## config.mk

```make
export PLATFORM = sky130hd
export DESIGN_NAME = acc_mem
export DESIGN_NICKNAME = d
export VERILOG_FILES = /design/src/design/dsp_pkg.sv /design/src/design/acc_mem.sv
export SDC_FILE = /design/constraint.sdc
export NUM_CORES = 2
export LEC_CHECK = 0
export BUFFER_PORTS_ARGS = -buffer_cell sky130_fd_sc_hd__buf_2
export CAP_MARGIN = 5
export CORE_MARGIN = 5
export CORE_UTILIZATION = 30
export DETAILED_ROUTE_END_ITERATION = 12
export GPL_ROUTABILITY_DRIVEN = 0
export PLACE_DENSITY_LB_ADDON = 0.15
export SYNTH_ARGS = -nofsm -noshare
export SYNTH_HDL_FRONTEND = slang
export SYNTH_SLANG_ARGS = --single-unit
```

## constraint.sdc

```tcl
create_clock -name dspif -period 9.4 [get_ports dspif]
set_input_delay 1.41 -clock dspif [delete_from_list [all_inputs] [get_ports dspif]]
set_output_delay 1.41 -clock dspif [all_outputs]
set_load 0.1 [all_outputs]
```

## src/design/dsp_pkg.sv

```systemverilog
package dsp_pkg;

	// readout channels sharing the result memory
	localparam int NCHAN = 4;

	// sample and weight component width
	localparam int SAMPLE_W = 16;

	// accumulator width inside mix_acc, result width after shift
	localparam int ACCINT_W = 40;
	localparam int ACC_W = 32;
	localparam int SHIFT_W = 5;

	// samples per integration window
	localparam int INTEG_LEN = 16;

	// result memory geometry, address is {channel, slot}
	localparam int SLOT_W = 4;
	localparam int CHAN_W = 2;
	localparam int MEM_ADDR_W = CHAN_W + SLOT_W;
	localparam int MEM_DATA_W = 2 * ACC_W;

	localparam int SHOT_W = 32;

	// baseband source select, code 3 also gives zero
	typedef enum logic [1:0] {
		SEL_ADC0 = 2'd0,
		SEL_ADC1 = 2'd1,
		SEL_ZERO = 2'd2
	} bb_sel_t;

endpackage

```

## src/design/acc_mem.sv

```systemverilog
`timescale 1ns/1ps

module acc_mem (
	input logic dspif,
	input logic we,
	input logic [dsp_pkg::MEM_ADDR_W-1:0] waddr,
	input logic [dsp_pkg::MEM_DATA_W-1:0] wdata,
	input logic [dsp_pkg::MEM_ADDR_W-1:0] rd_addr,
	output logic [dsp_pkg::MEM_DATA_W-1:0] rd_data
);
	import dsp_pkg::*;

	logic [MEM_DATA_W-1:0] mem [2**MEM_ADDR_W];

	always_ff @(posedge dspif) begin
		if (we)
			mem[waddr] <= wdata;
	end

	// one cycle read latency
	always_ff @(posedge dspif) begin
		rd_data <= mem[rd_addr];
	end

endmodule

```

# After elaboration in Yosys (flattened, before gate mapping)

Memories as Yosys holds them, arrays and structs flattened. A register that Yosys moved wholly into a read port is not among the register bits.
Cells that the tools add are included.

Word-level logic and storage cells: 3
Flip-flop bits (word level): 0
Bits of input ports: 78
Memories: 1
Output and inout bits: 64
RAM bits: 4096

Multiplexer cells: 2

Memories:

| name | words | width | rd ports | clocked after memory_dff | write ports | RTL line      | text |
|---|---|---|---|---|---|---|---|
| mem  | 64    | 64    | 1        | 1                        | 1           | acc_mem.sv:13 | `logic [MEM_DATA_W-1:0] mem [2**MEM_ADDR_W];` |

Operators with widths:

| operator          | number |
|---|---|
| 1-bit two-way mux | 2 |

# Logic depth before layout (Yosys ltp)

Depth in word-level cells: 2
Depth in mapped cells: 9
Depth with buffers taken out: 5

# Worst setup path before layout

Ideal clock, no wire load.

Kind: input -> register
From: in waddr[3] in the netlist's numbering
To: mem mem[48][0] in the netlist's numbering, enable pin
Path buffers: 1
Data arrival time: 6.282 ns
Stages: 4
Path slack: 2.554 ns
Cells stage by stage: clkbuf_1 nor2b_1 nand4b_1 nor3_1

RTL lines:

| element         | RTL line      | text |
|---|---|---|
| start, declared | acc_mem.sv:6  | `input logic [dsp_pkg::MEM_ADDR_W-1:0] waddr,` |
| end, declared   | acc_mem.sv:13 |  |

No word-level cell before the write port.

==> flow_summary.toml <==
[cells_and_area]
layout_commonest_cell = "edfxtp_1"
mostFrequentLayoutCells = "4096 x edfxtp_1, 1024 x mux4_2, 453 x clkbuf_16, 169 x buf_4, 168 x a22oi_1"
layoutNonFillerInstCount = 14400
drive_above_1_share = 0.290
n_fill_cell = 47900
final_area_sq_um = 181000
final_nets = 7105
syn_to_final_growth_pct = 16.0

[sta]
worst_pin_slew_ps = 1320
rsz0062_at_grt = "false"
period_minus_slack_ps = 4230
tns_ps = 0
fin_skew_ps = 44.0
finalHoldViolations = 0
relSlewSlack = 0.122
clock.fmax_mhz = 237
whs_ps = 853
setup_viol_count_final = 0
slew_viol_final = 0
period_share = 0.450

[setup_path]
cp_max_fo = 60
cp.required_ps = 10230
r2r_end = "rd_data[51]"
start_kind = "input port"
critPathKind = "input port to flip-flop"
r2r_slack_ps = 7070
arrival_ps = 5060
crit_path_start = "rd_addr[1]"
crit_end = "rd_data[36]"
endpoint_kind = "flip-flop"
reg2reg_from = "mem[38][51]"
ff2ff_path_depth = 4

[yosys]
async_reset_ff_frac = 0
syn_area_sq_um = 156000
yosys-top-cells-area = "edfxtp_1 79%, mux4_2 15%, mux2i_1 0.86%"
syn_avg_cell_area_sq_um = 23.7
yosys_warnings = 0
synth_top_area_frac = 0.787
synth_flop_cell = "edfxtp_1"
syn_inst = 6598
ys_seq_elements = 4160
synth_enable_flop_cells = 4096
syn_nets = 6676
yosys.area.top_type = "edfxtp_1"
ys_seq_area_frac = 0.795
yosysUniqueCellTypes = 33

[routing]
first_pass_iters = 5
drt_iter0_drc = 7697
via_per_inst = 5.15
avgRoutedWirePerCell_um = 34.6
drc = 0
num_vias = 74100
detail-route-antenna-nets = 0
wirelength_um = 498000

[cts]
clk_pin_slew_ps = 60
cts_root_buf = "clkbuf_16"
clock-sinks = 4160
cts_tree = "done"
h-tree-depth = 5
post-cts-setup-buffers = 0
cts_resized = 0
cts_max_path_buffers = 4
clk-insertion-delay-late_ps = 1000
cts_hold_buf = 0
cts_made_buffers = 445

[global_routing]
grt_max_degree = 104
grt_pass1_vias = 77500
antenna_found_initial = 48
track_usage = 0.182
grt-ovfl-total = 0
grt_pass1_wl_um = 678000

[run]
maxCapViolCount = 0

[floorplanning]
core.rowCount = 265
pin_count = 142
die_h_um = 732
coreArea_sq_um = 520000
die-width_um = 732
dieArea_sq_um = 536000
start_util = 0.301

[min_path]
hold_start = "mem[62][32]"
hold_path_class = "flip-flop to flip-flop"
whs_path_depth = 4

[run_status]
outcome = "completed"

[place]
hpwl_um = 258000
dp_cells = 13500
place_area_sq_um = 167000
port_buffers = 141

[power]
p_per_area_nw_per_um2 = 222
ir_worst_vdd_mv = 0.146
p_leak_uw = 0.0556
-- worst min path at each step --
stage	to	slack (ps)
final	rd_data[32]	850
after global placement	rd_data[28]	840
after floorplan	rd_data[61]	790
after global routing	mem[44][14]	870
after detailed placement	rd_data[48]	850
after CTS	rd_data[48]	860
-- report_power, final --
part	internal, uW	total [uW]	switching [uW]	leakage [uW]
registers	20500	20700	109	0.0374
logic	634	2100	1470	0.0110
clock network	10200	17500	7360	0.00716
total	31300	40300	8940	0.0556
-- layout make-up --
type                       instances  area (sq um)  share of cell area
sequential                      4160        124000               0.686
antenna                           21          52.6            0.000290
tap                             6942          8690              0.0479
clock inverter                   243          2260              0.0125
timing repair buffer             352          2870              0.0158
clock buffer                     593         12300              0.0678
inverter                          19          71.3            0.000393
multi-input combinational       2049         30800               0.170
-- Yosys cell counts (all sizes together), types with 18 or more instances --
cell	instances
a22oi	168
nand3	45
a22o	88
a31oi	18
edfxtp	4096
dfxtp	64
nor2b	28
clkbuf	140
o22ai	83
mux2i	135
or3	29
nor2	112
o221ai	38
buf	230
mux4	1024
or2	28
inv	19
a41oi	26
and3	64
a2bb2oi	19
a211oi	63
nand2	58
-- layer usage --
| layer | wire (um) | vias up | track usage |
|---|---|---|---|
| li1 | - | 29400 | - |
| met1 | 212000 | 41900 | 0.247 |
| met2 | 252000 | 2232 | 0.315 |
| met3 | 24400 | 550 | 0.0226 |
| met4 | 9500 | 8 | 0.0342 |
| met5 | 48 | - | 0 |
-- flip-flops by register name, summed over array words and instances, names as in the netlist --
register,flops
mem,4096
rd_data,64
-- cell families after synthesis --
group	share of synthesized area
mux	0.156
compound gates	0.0248
buf+inv	0.0118
flops	0.795
simple gates	0.0124
-- metrics by stage --
step	power [uW]	setup WS [ps]	util
2_1_floorplan	22200	2550	-
3_3_place_gp	23200	4080	0.320
3_5_place_dp	23200	4100	0.320
4_1_cts	40800	5210	0.348
5_1_grt	41600	5020	0.348
6_report	40300	5170	0.348
-- critical path: stages --
cell,delay [ps]
buf_8,440
buf_4,660
buf_4,730
mux4_2,410
mux2i_1,270
o22ai_1,180
a41oi_1,690
a211oi_1,80
Note: power is estimated with default switching activity, not from simulation.
