<file path="config.mk">
export PLATFORM = sky130hd
export DESIGN_NAME = bb_select
export DESIGN_NICKNAME = d
export VERILOG_FILES = /design/src/design/dsp_pkg.sv /design/src/design/bb_select.sv
export SDC_FILE = /design/constraint.sdc
export NUM_CORES = 1
export LEC_CHECK = 0
export BUFFER_PORTS_ARGS = -buffer_cell sky130_fd_sc_hd__buf_2
export CAP_MARGIN = 15
export CORE_MARGIN = 2
export CORE_UTILIZATION = 35
export DETAILED_ROUTE_END_ITERATION = 16
export GPL_TIMING_DRIVEN = 0
export PLACE_DENSITY_LB_ADDON = 0.1
export SLEW_MARGIN = 20
export SYNTH_ARGS = -nofsm -noshare
export SYNTH_HDL_FRONTEND = slang
export SYNTH_SLANG_ARGS = --single-unit
</file>
<file path="constraint.sdc">
create_clock -name dspif -period 1 [get_ports dspif]
set_clock_uncertainty 0.1 [all_clocks]
set_input_delay 0.2 -clock dspif [delete_from_list [all_inputs] [get_ports dspif]]
set_output_delay 0.2 -clock dspif [all_outputs]
set_load 0.1 [all_outputs]
</file>
<file path="src/design/dsp_pkg.sv">
package dsp_pkg;

	// readout channels sharing the result memory
	localparam int NCHAN = 4;

	// sample and weight component width
	localparam int SAMPLE_W = 16;

	// accumulator width inside mix_acc, result width after shift
	localparam int ACCINT_W = 40;
	localparam int ACC_W = 32;
	localparam int SHIFT_W = 5;

	// samples per integration window
	localparam int INTEG_LEN = 16;

	// result memory geometry, address is {channel, slot}
	localparam int SLOT_W = 4;
	localparam int CHAN_W = 2;
	localparam int MEM_ADDR_W = CHAN_W + SLOT_W;
	localparam int MEM_DATA_W = 2 * ACC_W;

	localparam int SHOT_W = 32;

	// baseband source select, code 3 also gives zero
	typedef enum logic [1:0] {
		SEL_ADC0 = 2'd0,
		SEL_ADC1 = 2'd1,
		SEL_ZERO = 2'd2
	} bb_sel_t;

endpackage

</file>
<file path="src/design/bb_select.sv">
`timescale 1ns/1ps

module bb_select (
	input logic dspif,
	input logic reset,
	input logic [dsp_pkg::SAMPLE_W-1:0] adc0,
	input logic [dsp_pkg::SAMPLE_W-1:0] adc1,
	input dsp_pkg::bb_sel_t mixbbxsel,
	input dsp_pkg::bb_sel_t mixbbysel,
	output logic [dsp_pkg::SAMPLE_W-1:0] bbx,
	output logic [dsp_pkg::SAMPLE_W-1:0] bby
);
	import dsp_pkg::*;

	logic [SAMPLE_W-1:0] adc0_r;
	logic [SAMPLE_W-1:0] adc1_r;

	always_ff @(posedge dspif) begin
		if (reset) begin
			adc0_r <= '0;
			adc1_r <= '0;
			bbx <= '0;
			bby <= '0;
		end else begin
			adc0_r <= adc0;
			adc1_r <= adc1;
			// unlisted codes fall through to zero
			case (mixbbxsel)
				SEL_ADC0: bbx <= adc0_r;
				SEL_ADC1: bbx <= adc1_r;
				default: bbx <= '0;
			endcase
			case (mixbbysel)
				SEL_ADC0: bby <= adc0_r;
				SEL_ADC1: bby <= adc1_r;
				default: bby <= '0;
			endcase
		end
	end

endmodule

</file>
* Word level (Yosys, flattened, before mapping) *
Cells that the tools add are included.

operators by class
  equal/unequal tests = 2
  muxes and demuxes = 2
  reductions and logical operators = 2

operators by type and width
  cell                  number
  $pmux W16 S2          2
  $eq A2 B1 Y1 const B  2
  $logic_not A2 Y1      2

storage, ports and cells
  register bits after elaboration = 64
  input bits = 38
  output and inout port bits = 32

* Depth between registers and ports, before layout *
  depth in word-level cells = 2
  depth in mapped cells = 4
  depth with buffers taken out = 2

* Worst setup path after synthesis *
OpenSTA, ideal clock, no wires.

  path type = reg2out
  start point = register bbx[0] (netlist bit)
  end point = output port bbx[0] (netlist bit)
  arrival = 909 ps
  required time = 700 ps
  path slack = -209 ps
  stages on the path, launching flop included = 1
  path through = dfxtp_1

RTL lines
  element                 RTL line         text
  start, declared         bb_select.sv:10  output logic [dsp_pkg::SAMPLE_W-1:0] bbx,
  start signal, assigned  bb_select.sv:29  SEL_ADC0: bbx <= adc0_r;
  start signal, assigned  bb_select.sv:30  SEL_ADC1: bbx <= adc1_r;

No word-level cell between the ends.

* Worst setup path after layout *
  start point = register bbx[15] (netlist bit)
  end point = output port bbx[15] (netlist bit)

No word-level cell between the ends.

==> results_dict.tcl <==
set metrics [dict create \
    status "finished, violations left" \
    violations "negative setup slack" \
    synth_nets 211 \
    drt.antenna.violating_nets 0 \
    r2r-start "adc1_r[8]" \
    vias 1518 \
    cp-end-kind "primary output" \
    place.port_buffers 67 \
    ff2ff_path_depth 2 \
    min_from "reset" \
    worstMarginPinSlew_ps 537 \
    drt_iter0_drc 37 \
    syn_inst 173 \
    irDropWorstVdd_mv 0.736 \
    critPathTopFamily "flip-flops" \
    dr.pass1.iters 3 \
    drt-total-wl_mm 4.70 \
    start_util 0.366 \
    path_depth 1 \
    num-nets-final 321 \
    crit_start "bbx[15]" \
    rsz0062_at_grt "true" \
    syn_avg_cell_area_sq_um 11.7 \
    slew_headroom 0.642 \
    die_w_um 80.1 \
    fin_util 0.624 \
    ys_seq_area_frac 0.632 \
    worstReg2RegEnd "bby[8]" \
    placed_area_sq_um 2490 \
    clockBufferDepth 2 \
    clkSinkCount 64 \
    p_per_area_nw_per_um2 1600 \
    core_area_sq_um 5540 \
    syn_area_sq_um 2030 \
    clk_pin_slew_ps 60 \
    grt-ovfl-total 0 \
    syn_to_final_growth_pct 70.7 \
    worstPathArrival_ps 860 \
    drive_above_1_share 0.418 \
    critPathBufInv 1 \
    drc 0 \
    io_pins 70 \
    grt_util_met2 0.283 \
    r2r_slack_ps 250 \
    routedWlPerCell_um 13.1 \
    final_common_cell "buf_2" \
    dieArea_sq_um 6410 \
    hold_violations 0 \
    slew_violations 0 \
    grt_pass1_wl_mm 7.60 \
    holdCritPathClass "in2reg" \
    cp_slowest_cell "dfxtp_2" \
    period_share 1.16 \
    cts-buffers-inserted 9 \
    met1_usage 0.182 \
    post_cts.repair.setup_buffers 0 \
    die_h_um 80.1 \
    cts_root_buffer "clkbuf_8" \
    grt_max_degree 11 \
    cts_tree "yes" \
    dp_hpwl_mm 2.76 \
    first_global_vias 1656 \
    clk_latency_ps 330 \
    path_cells "buf_12" \
    max_stage_delay_ps 350 \
    stdcell_area_sq_um 3460 \
    period_needed_ps 1160 \
    grt.total_usage 0.165 \
    p_leak_uw 0.00152 \
    crit_fanout 1 \
    routed_via_density 4.23 \
    yosys_warnings 0 \
    place_ws_ps -166 \
    cap_violations 0 \
    critPathRequiredTime_ps 700 \
    crit_end "bbx[15]" \
    top_usage_layer "met2" \
    grt_use_met3 0.0427 \
    critPathKind "reg2out" \
    antenna_found_initial 0 \
    rows 27 \
    synth_seq_cells 64 \
    fmaxAchievable_ghz 0.861 \
    gp_congestion 0.672 \
    antenna_cells 0 \
    setup_viol 32 \
    crit_path_start_kind "flip-flop" \
    h-tree-depth 3 \
    ys_types 10 \
    layout_setup_ws_ps -161 \
]
==> power by group <==
part           total (uW)  internal [uW]  switching [uW]
logic                 891            410             481
clock network        1910           1030             881
registers            2730           2670            64.7
total                5530           4110            1430
==> cell usage after synthesis, drive strengths merged <==
library cell / count / area share
dfxtp: 64 / 0.63
mux2i: 32 / 0.16
nor2: 32 / 0.059
nor2b: 30 / 0.093
buf: 10 / 0.042
and2b: 2 / 0.0074
or2: 2 / 0.0062
clkbuf: 1 / 0.0019
==> per-layer routing <==
layer	vias to the layer above	wire [um]
li1	764	-
met2	45	2410
met5	-	0
met3	13	232
met1	696	1950
met4	0	117
==> final cells by class <==
cell class,instances,area [sq um]
sequential,64,1320
multi-input combinational,98,656
timing repair buffer,99,1140
buffer,11,88.8
tap,72,90.1
fill,476,2080
clock buffer,15,166
==> registers in the layout, indices dropped and copies added (netlist names) <==
name,flops
adc0_r,16
adc1_r,16
bbx,16
bby,16
==> worst min path at each step <==
stage,end,slack (ps),cells past startpoint
after detailed placement,adc0_r[15],310,2
after CTS,adc0_r[15],80,2
after global placement,adc1_r[9],310,2
final,adc0_r[15],100,2
after floorplan,adc0_r[15],230,1
after global routing,adc0_r[15],100,2
==> kinds of logic after synthesis <==
logic type	Yosys count	synth area share
buf+inv	11	0.0439
flops	64	0.632
mux	32	0.158
simple gates	66	0.166
==> what timing repair did <==
action / in CTS / in global routing
setup endpoints to repair: 32 / 32
resized for setup: 128 / 0
hold buffers: 32 / 0
pin swaps: 0 / 0
endpoints found under the hold margin: 32 / 0
==> stage by stage <==
stage | hold WS, ps | total power (uW) | instances | TNS, ps
2_1_floorplan | 225 | 3270 | 173 | 0
3_3_place_gp | 309 | 3430 | 312 | -3760
3_5_place_dp | 308 | 3440 | 312 | -3770
4_1_cts | 84.0 | 5580 | 359 | -5080
5_1_grt | 102 | 5760 | 359 | -5450
6_report | 97.8 | 5530 | 359 | -4630
Power figures use the tool's default switching activity.
