===== src/design/dsp_pkg.sv =====
package dsp_pkg;

	// readout channels sharing the result memory
	localparam int NCHAN = 4;

	// sample and weight component width
	localparam int SAMPLE_W = 16;

	// accumulator width inside mix_acc, result width after shift
	localparam int ACCINT_W = 40;
	localparam int ACC_W = 32;
	localparam int SHIFT_W = 5;

	// samples per integration window
	localparam int INTEG_LEN = 16;

	// result memory geometry, address is {channel, slot}
	localparam int SLOT_W = 4;
	localparam int CHAN_W = 2;
	localparam int MEM_ADDR_W = CHAN_W + SLOT_W;
	localparam int MEM_DATA_W = 2 * ACC_W;

	localparam int SHOT_W = 32;

	// baseband source select, code 3 also gives zero
	typedef enum logic [1:0] {
		SEL_ADC0 = 2'd0,
		SEL_ADC1 = 2'd1,
		SEL_ZERO = 2'd2
	} bb_sel_t;

endpackage


===== src/design/acc_wr_if.sv =====
`timescale 1ns/1ps

// one channel's result on its way to the arbiter
interface acc_wr_if;
	import dsp_pkg::*;

	logic valid;
	logic ready;
	logic [ACC_W-1:0] accx;
	logic [ACC_W-1:0] accy;

	// accumulator side
	modport src (
		output valid,
		output accx,
		output accy,
		input ready
	);

	// arbiter side
	modport dst (
		input valid,
		input accx,
		input accy,
		output ready
	);

endinterface


===== src/design/mix_acc.sv =====
`timescale 1ns/1ps

module mix_acc (
	input logic dspif,
	input logic reset,
	input logic shot_start,
	input logic [dsp_pkg::SAMPLE_W-1:0] bbx,
	input logic [dsp_pkg::SAMPLE_W-1:0] bby,
	input logic [dsp_pkg::SAMPLE_W-1:0] coefx,
	input logic [dsp_pkg::SAMPLE_W-1:0] coefy,
	input logic [dsp_pkg::SHIFT_W-1:0] shift,
	output logic busy,
	acc_wr_if.src wr
);
	import dsp_pkg::*;

	logic signed [2*SAMPLE_W:0] prod_re;
	logic signed [2*SAMPLE_W:0] prod_im;
	logic signed [ACCINT_W-1:0] acc_x;
	logic signed [ACCINT_W-1:0] acc_y;
	logic signed [ACCINT_W-1:0] scaled_x;
	logic signed [ACCINT_W-1:0] scaled_y;
	logic [$clog2(INTEG_LEN)-1:0] cnt;
	logic acc_on;

	// complex multiply of baseband sample by channel weight
	assign prod_re = $signed(bbx) * $signed(coefx) - $signed(bby) * $signed(coefy);
	assign prod_im = $signed(bbx) * $signed(coefy) + $signed(bby) * $signed(coefx);

	always_ff @(posedge dspif) begin
		if (shot_start) begin
			acc_x <= '0;
			acc_y <= '0;
		end else if (acc_on) begin
			acc_x <= acc_x + prod_re;
			acc_y <= acc_y + prod_im;
		end
	end

	always_ff @(posedge dspif) begin
		if (reset) begin
			acc_on <= 1'b0;
			cnt <= '0;
			busy <= 1'b0;
			wr.valid <= 1'b0;
		end else if (shot_start) begin
			acc_on <= 1'b1;
			cnt <= '0;
			busy <= 1'b1;
		end else begin
			if (acc_on) begin
				cnt <= cnt + 1'b1;
				// last sample of the window
				if (cnt == INTEG_LEN - 1) begin
					acc_on <= 1'b0;
					wr.valid <= 1'b1;
				end
			end
			if (wr.valid && wr.ready) begin
				wr.valid <= 1'b0;
				busy <= 1'b0;
			end
		end
	end

	// sums stay put while valid waits for the arbiter
	assign scaled_x = acc_x >>> shift;
	assign scaled_y = acc_y >>> shift;
	assign wr.accx = scaled_x[ACC_W-1:0];
	assign wr.accy = scaled_y[ACC_W-1:0];

endmodule


===== src/flat_wrapper.sv =====
// flat-port wrapper written by rule: the top's interface ports become plain ports
module mix_acc_flat import dsp_pkg::*;
  (dspif, reset, shot_start, bbx, bby, coefx, coefy, shift, busy, wr_valid, wr_accx, wr_accy, wr_ready);
  acc_wr_if wr_i ();
  input logic dspif;
  input logic reset;
  input logic shot_start;
  input logic [dsp_pkg::SAMPLE_W-1:0] bbx;
  input logic [dsp_pkg::SAMPLE_W-1:0] bby;
  input logic [dsp_pkg::SAMPLE_W-1:0] coefx;
  input logic [dsp_pkg::SAMPLE_W-1:0] coefy;
  input logic [dsp_pkg::SHIFT_W-1:0] shift;
  output logic busy;
  output wire logic [$bits(wr_i.valid)-1:0] wr_valid;
  output wire logic [$bits(wr_i.accx)-1:0] wr_accx;
  output wire logic [$bits(wr_i.accy)-1:0] wr_accy;
  input wire logic [$bits(wr_i.ready)-1:0] wr_ready;
  assign wr_valid = wr_i.valid;
  assign wr_accx = wr_i.accx;
  assign wr_accy = wr_i.accy;
  assign wr_i.ready = wr_ready;
  mix_acc u_core (.dspif(dspif), .reset(reset), .shot_start(shot_start), .bbx(bbx), .bby(bby), .coefx(coefx), .coefy(coefy), .shift(shift), .busy(busy), .wr(wr_i));
endmodule

===== config.mk =====
export PLATFORM = sky130hd
export DESIGN_NAME = mix_acc_flat
export DESIGN_NICKNAME = d
export VERILOG_FILES = /design/src/design/dsp_pkg.sv /design/src/design/acc_wr_if.sv /design/src/design/mix_acc.sv /design/src/flat_wrapper.sv
export SDC_FILE = /design/constraint.sdc
export NUM_CORES = 2
export LEC_CHECK = 0
export ABC_AREA = 1
export ABC_CLOCK_PERIOD_IN_PS = 8600
export BUFFER_PORTS_ARGS = -buffer_cell sky130_fd_sc_hd__buf_2
export CORE_MARGIN = 4
export CORE_UTILIZATION = 61
export CTS_BUF_LIST = sky130_fd_sc_hd__clkbuf_2
export DETAILED_ROUTE_END_ITERATION = 8
export GPL_ROUTABILITY_DRIVEN = 0
export PLACE_DENSITY = 0.81
export SLEW_MARGIN = 30
export SYNTH_ARGS = -nofsm -noshare
export SYNTH_HDL_FRONTEND = slang
export SYNTH_SLANG_ARGS = --single-unit

===== constraint.sdc =====
create_clock -name dspif -period 8.6 [get_ports dspif]
set_clock_uncertainty 0.15 [all_clocks]
set_input_delay 1.29 -clock dspif [delete_from_list [all_inputs] [get_ports dspif]]
set_output_delay 1.29 -clock dspif [all_outputs]
set_load 0.1 [all_outputs]

Word-level counts from Yosys, hierarchy flattened --
Cells that the tools add are included.
Word-level totals: bits in registers 87, output and inout port bits 66, word-level logic and storage cells 33
Cells by class: $add $sub $neg 5, multiply operators 4, equality and inequality tests 1, shift operators 2, multiplexer cells 8, bitwise gates (word level) 1, reduce and logical (&&, ||, !) cells 6
Operators with widths (count):
- multiplier 16 x 16 -> 32 bit | 4
- adder 40 x 33 -> 40 bit | 2
- >>> shifter 40 x 5 -> 32 bit | 2
- adder 32 x 32 -> 33 bit | 1
- subtractor 32 x 32 -> 33 bit | 1
- two-way mux 1 bit | 8
- nonzero test 2 bit | 3
- adder 4 x 1 -> 4 bit, second input constant | 1
- == test 4 bit, second input constant | 1
- AND reduction 3 bit | 1
- OR reduction 2 bit | 1
- logical AND 1 bit | 1
- NOT 1 bit | 1

Logic depth before layout (Yosys ltp) --
word-level depth 4, gate-level depth with buffers 34, gate-level depth less buffers 33

Worst setup path after synthesis --
Ideal clock, no wire load.
path kind input to register, start input port bbx[15] in the netlist's numbering, end register u_core.acc_y[20], library setup time 0.109 ns, arrival 8.092 ns, required time 8.341 ns, setup slack 0.249 ns, cell stages on the path 26, buffers on the path 1, cells stage by stage clkbuf_1 > nand2_1 > fa_1 > inv_1 > fa_1 > fa_1 > inv_1 > fa_1 > inv_1 > fa_1 > fa_1 > fa_1 > inv_1 > fa_1 > inv_1 > ha_1 > a21oi_1 > o21ai_0 > a21oi_1 > nand2_1 > a21oi_1 > inv_1 > nand2_1 > nand3_1 > nand2_1 > inv_1
On the way: cells in the longest elaborated chain, start to end 3
Ends and longest elaborated chain:
- start, declared | RTL line flat_wrapper.sv:8 | input logic [dsp_pkg::SAMPLE_W-1:0] bbx;
- multiplier 16 x 16 -> 32 bit | RTL line mix_acc.sv:28 | assign prod_im = $signed(bbx) * $signed(coefy) + $signed(bby) * $signed(coefx);
- adder 32 x 32 -> 33 bit | RTL line mix_acc.sv:28
- adder 40 x 33 -> 40 bit | RTL line mix_acc.sv:36 | acc_y <= acc_y + prod_im;
- end signal, assigned | RTL line mix_acc.sv:36
- end, declared | RTL line mix_acc.sv:20 | logic signed [ACCINT_W-1:0] acc_y;
No other way between the ends. A chain may end at the register's enable or synchronous reset.

Final worst setup path --
start input port coefy[6] in the netlist's numbering, end register u_core.acc_y[39]
On the way: cells in the longest elaborated chain, start to end 3
Ends and longest elaborated chain:
- start, declared | RTL line flat_wrapper.sv:11 | input logic [dsp_pkg::SAMPLE_W-1:0] coefy;
- multiplier 16 x 16 -> 32 bit | RTL line mix_acc.sv:28
- adder 32 x 32 -> 33 bit | RTL line mix_acc.sv:28
- adder 40 x 33 -> 40 bit | RTL line mix_acc.sv:36
No other way between the ends.

==> out/results.ini <==
[run_status]
outcome=finished, final reports clean

[die]
placementRows=110
core_sq_mm=0.0901
die_x_um=310
start_util_pct=61.6
ios=139
die_area_sq_mm=0.0959
die_y_um=310

[cts]
post_cts_resized=0
postCtsSetupBuffers=0
clock_sinks=87
clkTransAtPathRegs_ps=330
max-clock-path-buffers=2
cts_tree=done
htree_levels=3
ctsHoldBuffers=0
cts_root_buffer=clkbuf_2
clock_latency_ps=820
cts_buffers=9

[critical_path]
slowest_delay_ps=550
required_ps=9180
cp_slowest_cell=fa_1
arrival_ps=8440
critPathKind=primary input to register
crit_fanout=16
startpoint_type=primary input
cp-end-kind=register

[global_route]
grt_pass1_vias=47655
grt_pass1_wl_um=259000
antenna_found_initial=13
grt.total_usage_pct=35.1
grt_max_degree=99
grt.overflow.total=0

[sta]
relSlewSlack_pct=39.7
setup_violations=0
rsz0062_at_grt=no
setup_tns_ps=0
min_period_ps=7850
final_max_slew_viol_count=0
worst_pin_slew_ps=905
hold_violations=0
fmax_mhz=127
period_share_pct=91.3

[logic_synthesis]
syn-instance-count=7099
synth-seq-area-share_pct=3.14
synth_top_cells_by_count=2199 x inv_1, 1707 x nand2_1, 1391 x fa_1
yosysTopAreaCell=fa_1
async_flop_share_pct=0
syn_nets=8897
yosys-top-cells-area=fa_1 50%, inv_1 15%, nand2_1 12%, ha_1 7.5%, dfxtp_1 3.1%
netlist.area_leader.share_pct=50.2
synth.avg_cell_area_sq_um=7.82
synthFlopType=dfxtp_1
synth_edf_count=0
yosysWarnings=0
syn_area_sq_mm=0.0555
ys_ff_latch=87
netlist-cell-type-count=46
yosysMostFrequentCell=inv_1

[cells_and_area]
nets=8967
post-route-util_pct=64.8
fin_cells=8360
area_growth_pct=5.27
drive_above_1_share_pct=5.95
fillers=7339

[drt]
drtAntennaViolNets=0
firstDrtPassIters=7
num_vias=46207
routed_wl_um=161000
via_per_inst=5.53
drt-initial-drc-count=4978
wl_per_cell_um=19.2
drc_errors=0

[placed_design]
place_inst=8334
io_buffers=138
dp_hpwl_um=139000

[min_path]
hold_class=register to register

[run]
maxCapViolCount=0

-- final cells by class --
type / count / area (sq um) / area share (%)
Clock buffer: 9 / 45.0 / 0.0771
Timing Repair Buffer: 350 / 2540 / 4.35
Clock inverter: 7 / 60.1 / 0.103
Tap cell: 1176 / 1470 / 2.52
Antenna cell: 10 / 25.0 / 0.0428
Sequential cell: 87 / 1740 / 2.98
Multi-Input combinational cell: 4519 / 44300 / 75.8
Inverter: 2202 / 8270 / 14.2
-- cells by family (layout without fill, tap and decap cells) --
family / count (synthesis) / after routing / share of synthesized area (%)
flops: 87 / 87 / 3.14
buf+inv: 2493 / 2568 / 17.1
simple gates: 2171 / 2171 / 15.6
other cells: 0 / 10 / 0
mux: 31 / 31 / 0.559
xor+xnor: 38 / 38 / 0.600
fa+ha+maj: 1725 / 1725 / 57.7
compound gates: 554 / 554 / 5.30
-- path summary, 6_finish.rpt --
check | end | depth (start not counted) | slack, ps | startpoint
setup reg to reg | u_core.acc_y[39] | 25 | 1580 | u_core.acc_y[16]
setup / recovery | u_core.acc_y[39] | 31 | 750 | coefy[6]
hold reg to reg | u_core.busy | 2 | 360 | u_core.busy
hold / removal | u_core.busy | 2 | 360 | u_core.busy
-- per-layer routing --
metal | track usage [%] | wire length (um)
met2 | 53.9 | 71600
met1 | 46.5 | 58200
met3 | 10.5 | 21700
met4 | 16.0 | 9390
met5 | 0 | 48
-- worst max-delay path: cells and delay by family --
kind	cells	cell delay, ps
compound gates	2	460
fa+ha+maj	9	4390
buf+inv	10	1320
simple gates	10	950
-- cell usage in the layout (no fill, tap or decap), drive strengths merged --
master / netlist / routed
clkbuf: 236 / 9
fa: 1391 / 1391
o211ai: 14 / 14
a21o: 10 / 10
o21ai: 327 / 327
diode: 0 / 10
nand2: 1715 / 1715
a21boi: 2 / 2
xor2: 29 / 29
o21bai: 21 / 21
a31oi: 10 / 10
nor4: 3 / 3
nor2: 197 / 197
nor3: 22 / 22
o21a: 4 / 4
nand3: 174 / 174
mux2i: 31 / 31
a31o: 3 / 3
dfxtp: 87 / 87
clkinv: 1 / 3
nand4: 22 / 22
buf: 55 / 350
nand2b: 1 / 1
ha: 334 / 334
a21oi: 162 / 162
o22ai: 1 / 1
xnor2: 9 / 9
and2: 1 / 1
or2: 31 / 31
inv: 2201 / 2206
nand3b: 5 / 5
-- per-stage QoR --
step | hold WS, ps | setup slack [ps] | instance area [sq um]
6_report | 359 | 746 | 58400
5_1_grt | 387 | 516 | 58400
4_1_cts | 353 | 963 | 58400
3_5_place_dp | 325 | 69.0 | 58300
3_3_place_gp | 310 | 179 | 58300
2_1_floorplan | 315 | 249 | 55500
-- registers in the layout, indices dropped and copies added (netlist names) --
| name | cells |
|---|---|
| u_core.busy | 1 |
| u_core.acc_on | 1 |
| u_core.wr.valid | 1 |
| u_core.acc_x | 40 |
| u_core.cnt | 4 |
| u_core.acc_y | 40 |
Power is left out: the tool's default activity adds up to more than one toggle a clock period on the data nets, which glitch-free logic cannot reach.
