<file path="config.mk">
export PLATFORM = sky130hd
export DESIGN_NAME = shot_sequencer
export DESIGN_NICKNAME = d
export VERILOG_FILES = /design/src/design/dsp_pkg.sv /design/src/design/shot_sequencer.sv
export SDC_FILE = /design/constraint.sdc
export NUM_CORES = 1
export LEC_CHECK = 0
export BUFFER_PORTS_ARGS = -buffer_cell sky130_fd_sc_hd__buf_2
export CELL_PAD_IN_SITES_DETAIL_PLACEMENT = 1
export CELL_PAD_IN_SITES_GLOBAL_PLACEMENT = 1
export CORE_UTILIZATION = 35
export CTS_CLUSTER_DIAMETER = 100
export DETAILED_ROUTE_END_ITERATION = 6
export GPL_TIMING_DRIVEN = 0
export PLACE_DENSITY_LB_ADDON = 0.1
export SLEW_MARGIN = 15
export SYNTH_ARGS = -nofsm -noshare
export SYNTH_HDL_FRONTEND = slang
export SYNTH_SLANG_ARGS = --single-unit
</file>
<file path="constraint.sdc">
create_clock -name dspif -period 3.7 [get_ports dspif]
set_clock_uncertainty 0.2 [all_clocks]
set_input_delay 0.74 -clock dspif [delete_from_list [all_inputs] [get_ports dspif]]
set_output_delay 0.74 -clock dspif [all_outputs]
set_load 0.03 [all_outputs]
</file>
<file path="src/design/dsp_pkg.sv">
package dsp_pkg;

	// readout channels sharing the result memory
	localparam int NCHAN = 4;

	// sample and weight component width
	localparam int SAMPLE_W = 16;

	// accumulator width inside mix_acc, result width after shift
	localparam int ACCINT_W = 40;
	localparam int ACC_W = 32;
	localparam int SHIFT_W = 5;

	// samples per integration window
	localparam int INTEG_LEN = 16;

	// result memory geometry, address is {channel, slot}
	localparam int SLOT_W = 4;
	localparam int CHAN_W = 2;
	localparam int MEM_ADDR_W = CHAN_W + SLOT_W;
	localparam int MEM_DATA_W = 2 * ACC_W;

	localparam int SHOT_W = 32;

	// baseband source select, code 3 also gives zero
	typedef enum logic [1:0] {
		SEL_ADC0 = 2'd0,
		SEL_ADC1 = 2'd1,
		SEL_ZERO = 2'd2
	} bb_sel_t;

endpackage

</file>
<file path="src/design/shot_sequencer.sv">
`timescale 1ns/1ps

module shot_sequencer (
	input logic dspif,
	input logic reset,
	input logic stb_start,
	input logic [dsp_pkg::SHOT_W-1:0] nshot,
	input logic [dsp_pkg::NCHAN-1:0] chan_busy,
	output logic shot_start,
	output logic [dsp_pkg::SHOT_W-1:0] shotcnt,
	output logic busy,
	output logic lastshotdone
);
	import dsp_pkg::*;

	typedef enum logic [2:0] {
		IDLE,
		START,
		WAIT,
		NEXT,
		DONE
	} state_t;

	state_t state;
	state_t nextstate;
	logic [SHOT_W-1:0] nshot_l;
	logic wait_armed;
	logic last_shot;

	assign last_shot = (shotcnt == nshot_l - 1'b1);

	always_comb begin
		nextstate = state;
		case (state)
			IDLE: if (stb_start) nextstate = START;
			START: nextstate = WAIT;
			// first WAIT cycle always stays, channels raise busy meanwhile
			WAIT: if (wait_armed && ~|chan_busy) nextstate = NEXT;
			NEXT: nextstate = last_shot ? DONE : START;
			DONE: nextstate = IDLE;
			default: nextstate = IDLE;
		endcase
	end

	always_ff @(posedge dspif) begin
		if (reset) begin
			state <= IDLE;
			shotcnt <= '0;
			nshot_l <= SHOT_W'(1);
			wait_armed <= 1'b0;
		end else begin
			state <= nextstate;
			wait_armed <= (state == WAIT);
			if (state == IDLE) begin
				// a zero count runs a single shot
				nshot_l <= (nshot == '0) ? SHOT_W'(1) : nshot;
				if (stb_start)
					shotcnt <= '0;
			end
			if (state == NEXT && !last_shot)
				shotcnt <= shotcnt + 1'b1;
		end
	end

	assign shot_start = (state == START);
	assign busy = (state != IDLE) && (state != DONE);
	assign lastshotdone = (state == DONE);

endmodule

</file>
# Word level (Yosys, flattened, before mapping)
# Index checks and enable logic that the tools add are counted.
# totals
ff_bits,68
output_inout_bits,35
# op_classes
add_sub_neg,2
n_eq_ne,8
muxes,8
n_reduce_logical,13
# op_table
operator,n
$mux W32,4
$add A32 B1 Y32 const B,1
$eq A32 B32 Y1,1
$logic_not A32 Y1,1
$sub A32 B1 Y32 const B,1
$pmux W3 S4,1
$mux W3,3
$eq A3 B2 Y1 const B,2
$ne A2 B2 Y1 const B,2
$reduce_and A2 Y1,2
$reduce_bool A2 Y1,2
$reduce_or A4 Y1,1
$eq A3 B1 Y1 const B,1
$eq A3 B3 Y1 const B,1
$logic_and A1 B1 Y1,3
$logic_not A3 Y1,1
$ne A3 B3 Y1 const B,1
$reduce_bool A3 Y1,1
$logic_not A1 Y1,2

# Longest topological paths before layout
# Gate-level depths: netlist (run 1).
# logic_depth
word_depth,6
ltp_mapped,13
depth_no_buf,11

# Least setup slack after synthesis (run 1)
# Ideal clock, no wire load.
# synth_path
path_type,register to register
start,reg nshot_l[0]
end,reg shotcnt[6] (netlist name)
arrival_ns,3.332
path_slack_ns,0.046
stages_incl_launch_ff,14
n_path_buf,2
period_less_slack_ns,3.654
path_cell_list,dfxtp_1 inv_1 ha_1 clkbuf_1 nor3b_1 nand4_1 or4_1 or3_1 a21oi_1 nand4_1 nor4_4 buf_2 nor3_1 a221o_1
# synth_via
elab_chain_cells,6
word_cells_on_any_way,8
# synth_lines
item,line,rtl
"start, declared",shot_sequencer.sv:26,logic [SHOT_W-1:0] nshot_l;
"start signal, assigned",shot_sequencer.sv:56,nshot_l <= (nshot == '0) ? SHOT_W'(1) : nshot;
$sub A32 B1 Y32 *,shot_sequencer.sv:30,assign last_shot = (shotcnt == nshot_l - 1'b1);
$eq A32 B32 Y1 *,shot_sequencer.sv:30,
$logic_not A1 Y1 *,shot_sequencer.sv:60,if (state == NEXT && !last_shot)
$logic_and A1 B1 Y1 *,shot_sequencer.sv:60,
$reduce_bool A2 Y1 (no line),n/a,
$reduce_and A2 Y1 (no line),n/a,
"end signal, assigned",shot_sequencer.sv:61,shotcnt <= shotcnt + 1'b1;
"end, declared",shot_sequencer.sv:10,"output logic [dsp_pkg::SHOT_W-1:0] shotcnt,"
# Mark *: on every way between the ends. The rest lies on a longest branch, timed or not.
# A chain may end at the register's enable or synchronous reset.

# Final worst setup path (run 1)
# layout_path
start,reg nshot_l[21]
end,reg shotcnt[24] (netlist name)
# Same word-level chain as after synthesis.

==> results.cfg, run 1 <==
[outcome]
status = complete, but fails checks
violations = DRC

[timing]
worst-slew-pin-transition_ps = 698
period_share_pct = 98.9
maxSlewViolCount = 0
max_freq_ghz = 0.273
setup_viol_count_final = 0
period_minus_slack_ps = 3660
slew_headroom_pct = 53.0
hold_viol = 0
fin_tns_setup_ps = 0
grt_setup_unrepaired = true

[global_route]
largest_net_degree_at_the_start_of_global_routing = 11
grt_overflow = 0
grt_antenna_before_repair = 0
wire_length_of_the_first_global_routing_pass_um = 23600
first_global_vias = 4509
overall_fraction_of_global_route_tracks_in_use_pct = 24.3

[hold_path]
min_delay_path_depth = 2
holdCritPathClass = reg -> reg
worstHoldEndpoint = nshot_l[31]$_SDFFE_PP0P_
worstHoldStart = nshot_l[31]$_SDFFE_PP0P_

[layout]
area_growth_syn_to_layout_pct = 25.8
n_diodes = 0
final_common_cell = sky130_fd_sc_hd__nand2_1
layout-drive-gt1-share_pct = 21.5
design.final.nets = 692
utilization_pct = 46.0
mostFrequentLayoutCells = 100 x sky130_fd_sc_hd__nand2_1, 74 x sky130_fd_sc_hd__buf_2, 65 x sky130_fd_sc_hd__dfxtp_1, 42 x sky130_fd_sc_hd__nor2_1, 39 x sky130_fd_sc_hd__a21oi_1

[logic_synthesis]
fraction_of_registers_with_async_set_or_reset_after_synthesis_pct = 0
synth-edff-count = 0
synth-seq-cells = 68
syn-cell-area_mm2 = 0.00424
netlist_instances = 557
synthesis.area_per_instance_um2 = 7.62
synth-warning-count = 0
synth_sequential_area_ratio_pct = 32.1
synth_nets = 598
ys.flop_type = sky130_fd_sc_hd__dfxtp_1
synth_cell_types = 58

[setup_path]
critPathLaunchType = flip-flop
critPathBufInv = 2
cp_slowest_stage_delay_ps = 540
critPathRequiredTime_ps = 3730
crit_fanout = 8
worstRegToRegCells = 11
r2r-start = nshot_l[21]$_SDFFE_PP0P_
minimum_setup_slack_among_reg_to_reg_paths_ps = 40
timing.rr.end = shotcnt[24]$_SDFFE_PP0P_
crit_family = simple AND/OR/NAND/NOR gates
setup.worst_path.class = reg -> reg
timing.critical_path.arrival_ps = 3690
crit_top_cell = sky130_fd_sc_hd__or4_4
critPathSlowestCell = sky130_fd_sc_hd__or4_4
timing.critical_path.cells = or4_4 -> or4_4 -> or4_4 -> mux2_4 -> mux2i_1 -> a32oi_2 -> nor4_4 -> buf_6 -> o31a_4 -> buf_6 -> a221o_1
crit_path_end_kind = flip-flop

[floorplan]
initial_core_util_pct = 36.5
fp.dieW_um = 112
core-area_mm2 = 0.0116
io-pin-count = 74
core.rowCount = 39
die-height_um = 112
die_area_mm2 = 0.0126

[placed_design]
numPortBuffers = 73
finalWeightedCongestion = 0.872
dp.final_hpwl_um = 10800

[power_and_ir_drop]
swShare_pct = 30.3
sequentialPowerShare_pct = 39.3
p_per_area_mw_per_mm2 = 401
power_frac_clock_pct = 40.3
cellLeakagePower_nw = 2.09
combPwrFrac_pct = 20.4
internal_power_mw = 1.49
report.power.total_mw = 2.14
irDropWorstVdd_uv = 190
netSwitchingPower_mw = 0.649

[cts]
cts_max_path_buffers = 2
cts_htree_levels = 3
clkSlewWorstSetupHoldPaths_ps = 60
hold_buffers = 0
clkSinkCount = 68
cts_tree = yes
cts_inserted_buffers = 9
clock_tree.root_cell = sky130_fd_sc_hd__clkbuf_16
worstSkewPairLatency_ps = 340

[route]
post-route-drc-count = 2
routed_len_inst_um = 18.3
via_count = 4500
detailed_routing_iteration_count_for_the_pre_antenna_repair_pass = 6
routed_wirelength_um = 14600
drt_iter0_drc = 199
detail-route-antenna-nets = 0
route.detailed.vias_per_inst = 5.64

[flow_run]
max-cap-violations = 0
==> repair_timing <==
item                                    in CTS  in global routing
buffers inserted                             9                  2
cloned                                       2                  0
endpoints found under the setup margin      34                 34
resized for setup                           21                 20
pin swaps                                    4                 19
==> sequential cells by signal, summed over array words and instances, names as in the netlist <==
| signal | flops |
|---|---|
| wait_armed | 1 |
| shotcnt | 32 |
| nshot_l | 32 |
| state | 3 |
==> layer usage <==
layer | global-route usage [%] | up-vias | routed length (um)
met3 | 4.48 | 17 | 463
li1 | - | 2204 | -
met4 | 9.07 | 0 | 266
met2 | 41.0 | 74 | 7160
met1 | 30.9 | 2205 | 6730
met5 | 0 | - | 0
==> synthesized netlist by cell type, types with 2 or more instances <==
library cell	instances	area share, %
sky130_fd_sc_hd__nand2_1	102	9.0
sky130_fd_sc_hd__dfxtp_1	68	32
sky130_fd_sc_hd__nor2_1	42	3.7
sky130_fd_sc_hd__a21oi_1	39	4.6
sky130_fd_sc_hd__xnor2_1	30	6.2
sky130_fd_sc_hd__clkbuf_1	29	2.6
sky130_fd_sc_hd__nor3_1	24	2.8
sky130_fd_sc_hd__nor4_1	24	3.5
sky130_fd_sc_hd__nand3_1	23	2.7
sky130_fd_sc_hd__a221o_1	22	5.2
sky130_fd_sc_hd__xor2_1	14	2.9
sky130_fd_sc_hd__inv_1	10	0.89
sky130_fd_sc_hd__a22o_1	9	1.9
sky130_fd_sc_hd__nand4_1	8	1.2
sky130_fd_sc_hd__and3_1	7	1.0
sky130_fd_sc_hd__o21ai_0	7	0.83
sky130_fd_sc_hd__or3_1	7	1.0
sky130_fd_sc_hd__nor2b_1	6	0.89
sky130_fd_sc_hd__nor4b_1	6	1.2
sky130_fd_sc_hd__mux2i_1	5	1.2
sky130_fd_sc_hd__nand3b_1	5	0.89
sky130_fd_sc_hd__or2_2	5	0.74
sky130_fd_sc_hd__buf_4	4	0.71
sky130_fd_sc_hd__nor3b_1	4	0.71
sky130_fd_sc_hd__buf_2	3	0.35
sky130_fd_sc_hd__nand2b_1	3	0.44
sky130_fd_sc_hd__o31ai_1	3	0.53
sky130_fd_sc_hd__or4_4	3	0.80
sky130_fd_sc_hd__or4b_2	3	0.71
sky130_fd_sc_hd__a211oi_1	2	0.35
sky130_fd_sc_hd__a31oi_1	2	0.29
sky130_fd_sc_hd__a32oi_1	2	0.41
sky130_fd_sc_hd__and2_1	2	0.29
sky130_fd_sc_hd__and4_1	2	0.41
sky130_fd_sc_hd__buf_1	2	0.18
sky130_fd_sc_hd__buf_6	2	0.53
sky130_fd_sc_hd__ha_1	2	0.59
sky130_fd_sc_hd__nand4b_1	2	0.41
sky130_fd_sc_hd__o211ai_1	2	0.35
sky130_fd_sc_hd__o22ai_1	2	0.29
sky130_fd_sc_hd__o311ai_0	2	0.41
sky130_fd_sc_hd__or4_1	2	0.35
==> cells by family after synthesis <==
kind of cell | after synthesis | synth area share [%]
simple gates | 285 | 34.2
fa+ha+maj | 2 | 0.590
xor+xnor | 44 | 9.09
flops | 68 | 32.1
mux | 7 | 1.80
compound gates | 101 | 17.0
buf+inv | 50 | 5.22
==> metrics by stage <==
stage	area, um^2	cells	setup WS (ps)	hold slack [ps]
floorplan	4240	557	46.2	249
global placement	4790	773	-861	272
detailed placement	4790	773	-878	273
CTS	5220	797	-73.5	280
global route	5340	798	-54.8	294
finish	5340	798	41.0	278
==> power groups by stage <==
stage,clock network (mW),logic [mW],registers [mW]
3_3_place_gp,0,0.374,0.840
6_report,0.862,0.435,0.841
3_5_place_dp,0,0.386,0.843
4_1_cts,0.869,0.415,0.830
2_1_floorplan,0,0.278,0.823
5_1_grt,0.904,0.483,0.847
==> worst reg2reg max path: stages (launching register included) <==
cell and delay, ps:
sky130_fd_sc_hd__dfxtp_4 360, sky130_fd_sc_hd__or4_4 540, sky130_fd_sc_hd__or4_4 440, sky130_fd_sc_hd__or4_4 440, sky130_fd_sc_hd__mux2_4 210, sky130_fd_sc_hd__mux2i_1 70
sky130_fd_sc_hd__a32oi_2 220, sky130_fd_sc_hd__nor4_4 70, sky130_fd_sc_hd__buf_6 160, sky130_fd_sc_hd__o31a_4 340, sky130_fd_sc_hd__buf_6 150, sky130_fd_sc_hd__a221o_1 340
==> area by class of cell <==
type | count | area [um^2]
fillers | 1470 | 6280
multi-input cells | 439 | 2800
flip-flops and latches | 68 | 1370
repair buffers | 85 | 467
clock buffers | 13 | 250
plain buffers | 38 | 200
well taps | 143 | 179
inverters | 10 | 37.5
clock inverters | 2 | 35.0
==> worst max-delay path by stage <==
stage	startpoint	end	cells after the start
6_report	nshot_l[21]$_SDFFE_PP0P_	shotcnt[24]$_SDFFE_PP0P_	11
5_1_grt	nshot_l[21]$_SDFFE_PP0P_	shotcnt[7]$_SDFFE_PP0P_	11
4_1_cts	nshot_l[21]$_SDFFE_PP0P_	shotcnt[24]$_SDFFE_PP0P_	11
3_5_place_dp	nshot_l[0]$_SDFFE_PP1P_	shotcnt[24]$_SDFFE_PP0P_	13
3_3_place_gp	nshot_l[0]$_SDFFE_PP1P_	shotcnt[25]$_SDFFE_PP0P_	13
2_1_floorplan	nshot_l[0]$_SDFFE_PP1P_	shotcnt[6]$_SDFFE_PP0P_	13
Note: power is estimated with default switching activity, not from simulation.
==> inputs of run 2 (changes only) <==
--- a/config.mk
+++ b/config.mk
@@ -8,7 +8,7 @@
 export BUFFER_PORTS_ARGS = -buffer_cell sky130_fd_sc_hd__buf_2
 export CELL_PAD_IN_SITES_DETAIL_PLACEMENT = 1
 export CELL_PAD_IN_SITES_GLOBAL_PLACEMENT = 1
-export CORE_UTILIZATION = 35
+export CORE_UTILIZATION = 37
 export CTS_CLUSTER_DIAMETER = 100
 export DETAILED_ROUTE_END_ITERATION = 6
 export GPL_TIMING_DRIVEN = 0
==> run 2 against run 1 <==
Compared with the run above: the run now ends clean; register-to-register slack got worse by 40 ps; worst hold slack got worse by 7.1 ps; largest power group is now sequential cells; critical endpoint is now shotcnt[14]$_SDFFE_PP0P_; sequential cell count unchanged; via count increased by 2.0%.
==> results.cfg, run 2 (synthesis gave the netlist of run 1 again) <==
[layout]
design.final.nets = 704
area_growth_syn_to_layout_pct = 27.6
final_common_cell = sky130_fd_sc_hd__nand2_1
mostFrequentLayoutCells = 100 x sky130_fd_sc_hd__nand2_1, 74 x sky130_fd_sc_hd__buf_2, 64 x sky130_fd_sc_hd__dfxtp_1, 42 x sky130_fd_sc_hd__nor2_1, 39 x sky130_fd_sc_hd__a21oi_1
layout-drive-gt1-share_pct = 22.8
largest_registers = nshot_l x32, shotcnt x32, state x3
finalNonFillerCells = 808
n_diodes = 0
final_area_mm2 = 0.00541

[global_route]
groute.layer.met1.usage_pct = 31.6
wire_length_of_the_first_global_routing_pass_um = 22900
grt_overflow = 0
grt_antenna_before_repair = 0
grt_use_met3_pct = 4.72
overall_fraction_of_global_route_tracks_in_use_pct = 25.8
largest_net_degree_at_the_start_of_global_routing = 11
globalRouteMet2Util_pct = 43.8
first_global_vias = 4446
top_usage_layer = met2

[route]
detailed_routing_iteration_count_for_the_pre_antenna_repair_pass = 4
drt_iter0_drc = 267
routed_wirelength_um = 14600
routed_len_inst_um = 18.0
route.detailed.vias_per_inst = 5.68
post-route-drc-count = 0
via_count = 4592
detail-route-antenna-nets = 0

[timing]
period_share_pct = 99.8
slew_headroom_pct = 57.7
period_minus_slack_ps = 3690
hold_viol = 0
max_freq_ghz = 0.271
maxSlewViolCount = 0
grt_setup_unrepaired = true
worst-slew-pin-transition_ps = 629
setup_viol_count_final = 0

[setup_path]
setup.worst_path.end = shotcnt[14]$_SDFFE_PP0P_
crit_top_cell = sky130_fd_sc_hd__or4_4
crit_fanout = 7
cp_slowest_stage_delay_ps = 520
timing.critical_path.cells = or4_4 -> or4_4 -> or4_4 -> mux2_4 -> mux2i_2 -> a32oi_2 -> nor4_4 -> buf_12 -> o31a_1 -> buf_12 -> buf_6 -> a221o_1
minimum_setup_slack_among_reg_to_reg_paths_ps = 6
critPathLaunchType = flip-flop
timing.rr.end = shotcnt[14]$_SDFFE_PP0P_
r2r-start = nshot_l[21]$_SDFFE_PP0P_
critPathRequiredTime_ps = 3730
critPathSlowestCell = sky130_fd_sc_hd__or4_4
timing.critical_path.arrival_ps = 3720
critical_path.startpoint = nshot_l[21]$_SDFFE_PP0P_
setup.worst_path.class = reg -> reg
crit_path_end_kind = flip-flop
worstRegToRegCells = 12

[flow_run]
max-cap-violations = 0

[floorplan]
die-height_um = 109
core.rowCount = 38
die_area_mm2 = 0.0119
initial_core_util_pct = 38.6
io-pin-count = 74
fp.dieW_um = 109
core-area_mm2 = 0.0110

[cts]
hold_buffers = 0
cts_tree = yes
clkSlewWorstSetupHoldPaths_ps = 50
worstSkewPairLatency_ps = 340
clock_tree.root_cell = sky130_fd_sc_hd__clkbuf_16
cts_htree_levels = 3
cts_inserted_buffers = 9
clkSinkCount = 68
cts_max_path_buffers = 2

[placed_design]
placed_cells = 770
finalWeightedCongestion = 0.841
numPortBuffers = 73
dp.final_hpwl_um = 10800
post_dp_cell_area_mm2 = 0.00478

[power_and_ir_drop]
irDropWorstVdd_uv = 252
cellLeakagePower_nw = 2.14
p_per_area_mw_per_mm2 = 386

[hold_path]
holdCritPathClass = reg -> reg
worstHoldStart = nshot_l[31]$_SDFFE_PP0P_

[outcome]
status = finished, final reports clean
==> run 2: cell types whose count changed in the layout (fill, tap and decap cells not counted), sizes merged <==
cell	before	now
buf	96	107
clkinv	1	2
clkbuf	40	42
bufinv	1	0
==> run 2: timing repair <==
item,in CTS,in global routing
resized for setup,27,13
pin swaps,4,7
endpoints found under the setup margin,34,34
gates cloned,3,1
buffers inserted,13,7
==> run 2: routing by layer <==
layer / wire length, um / vias up
met3: 547 / 26
met1: 6610 / 2224
li1: - / 2240
met2: 7030 / 102
met4: 383 / 0
met5: 0 / -
==> run 2: cell type report <==
cell class	count	area, um^2
Fill cell	1389	5570
Multi-Input combinational cell	439	2760
Sequential cell	68	1370
Timing Repair Buffer	96	591
Clock buffer	14	254
Buffer	39	211
Tap cell	140	175
Inverter	10	37.5
Clock inverter	2	10.0
==> run 2: worst min path at each step <==
| stage | end | cells after the start | slack (ps) |
|---|---|---|---|
| floorplan | nshot_l[31]$_SDFFE_PP0P_ | 2 | 250 |
| global placement | nshot_l[31]$_SDFFE_PP0P_ | 2 | 270 |
| detailed placement | nshot_l[31]$_SDFFE_PP0P_ | 2 | 270 |
| CTS | nshot_l[31]$_SDFFE_PP0P_ | 2 | 270 |
| global route | nshot_l[31]$_SDFFE_PP0P_ | 2 | 310 |
| finish | nshot_l[31]$_SDFFE_PP0P_ | 2 | 270 |
==> run 2: power by group <==
group	switching (mW)	total [mW]	internal [mW]
clock	0.320	0.790	0.470
combinational	0.261	0.464	0.204
sequential	0.0602	0.833	0.772
==> run 2: worst max-delay path: cells and delay by family (launching register included) <==
kind	cells	cell delay, ps
buffers and inverters	3	440
AOI/OAI and AO/OA	3	840
and+or+nand+nor	4	1480
DFF	1	340
muxes	2	290
==> run 2: per-stage QoR <==
stage	setup slack (ps)	setup TNS, ps	power (mW)	utilization, %	hold slack (ps)
after floorplan	46.2	0	1.10	-	249
after global placement	-846	-25740	1.21	43.5	269
after detailed placement	-857	-26320	1.23	43.5	265
after CTS	-46.3	-515	2.08	48.1	272
after global routing	-81.3	-1710	2.18	49.3	308
final	5.56	0	2.09	49.3	271
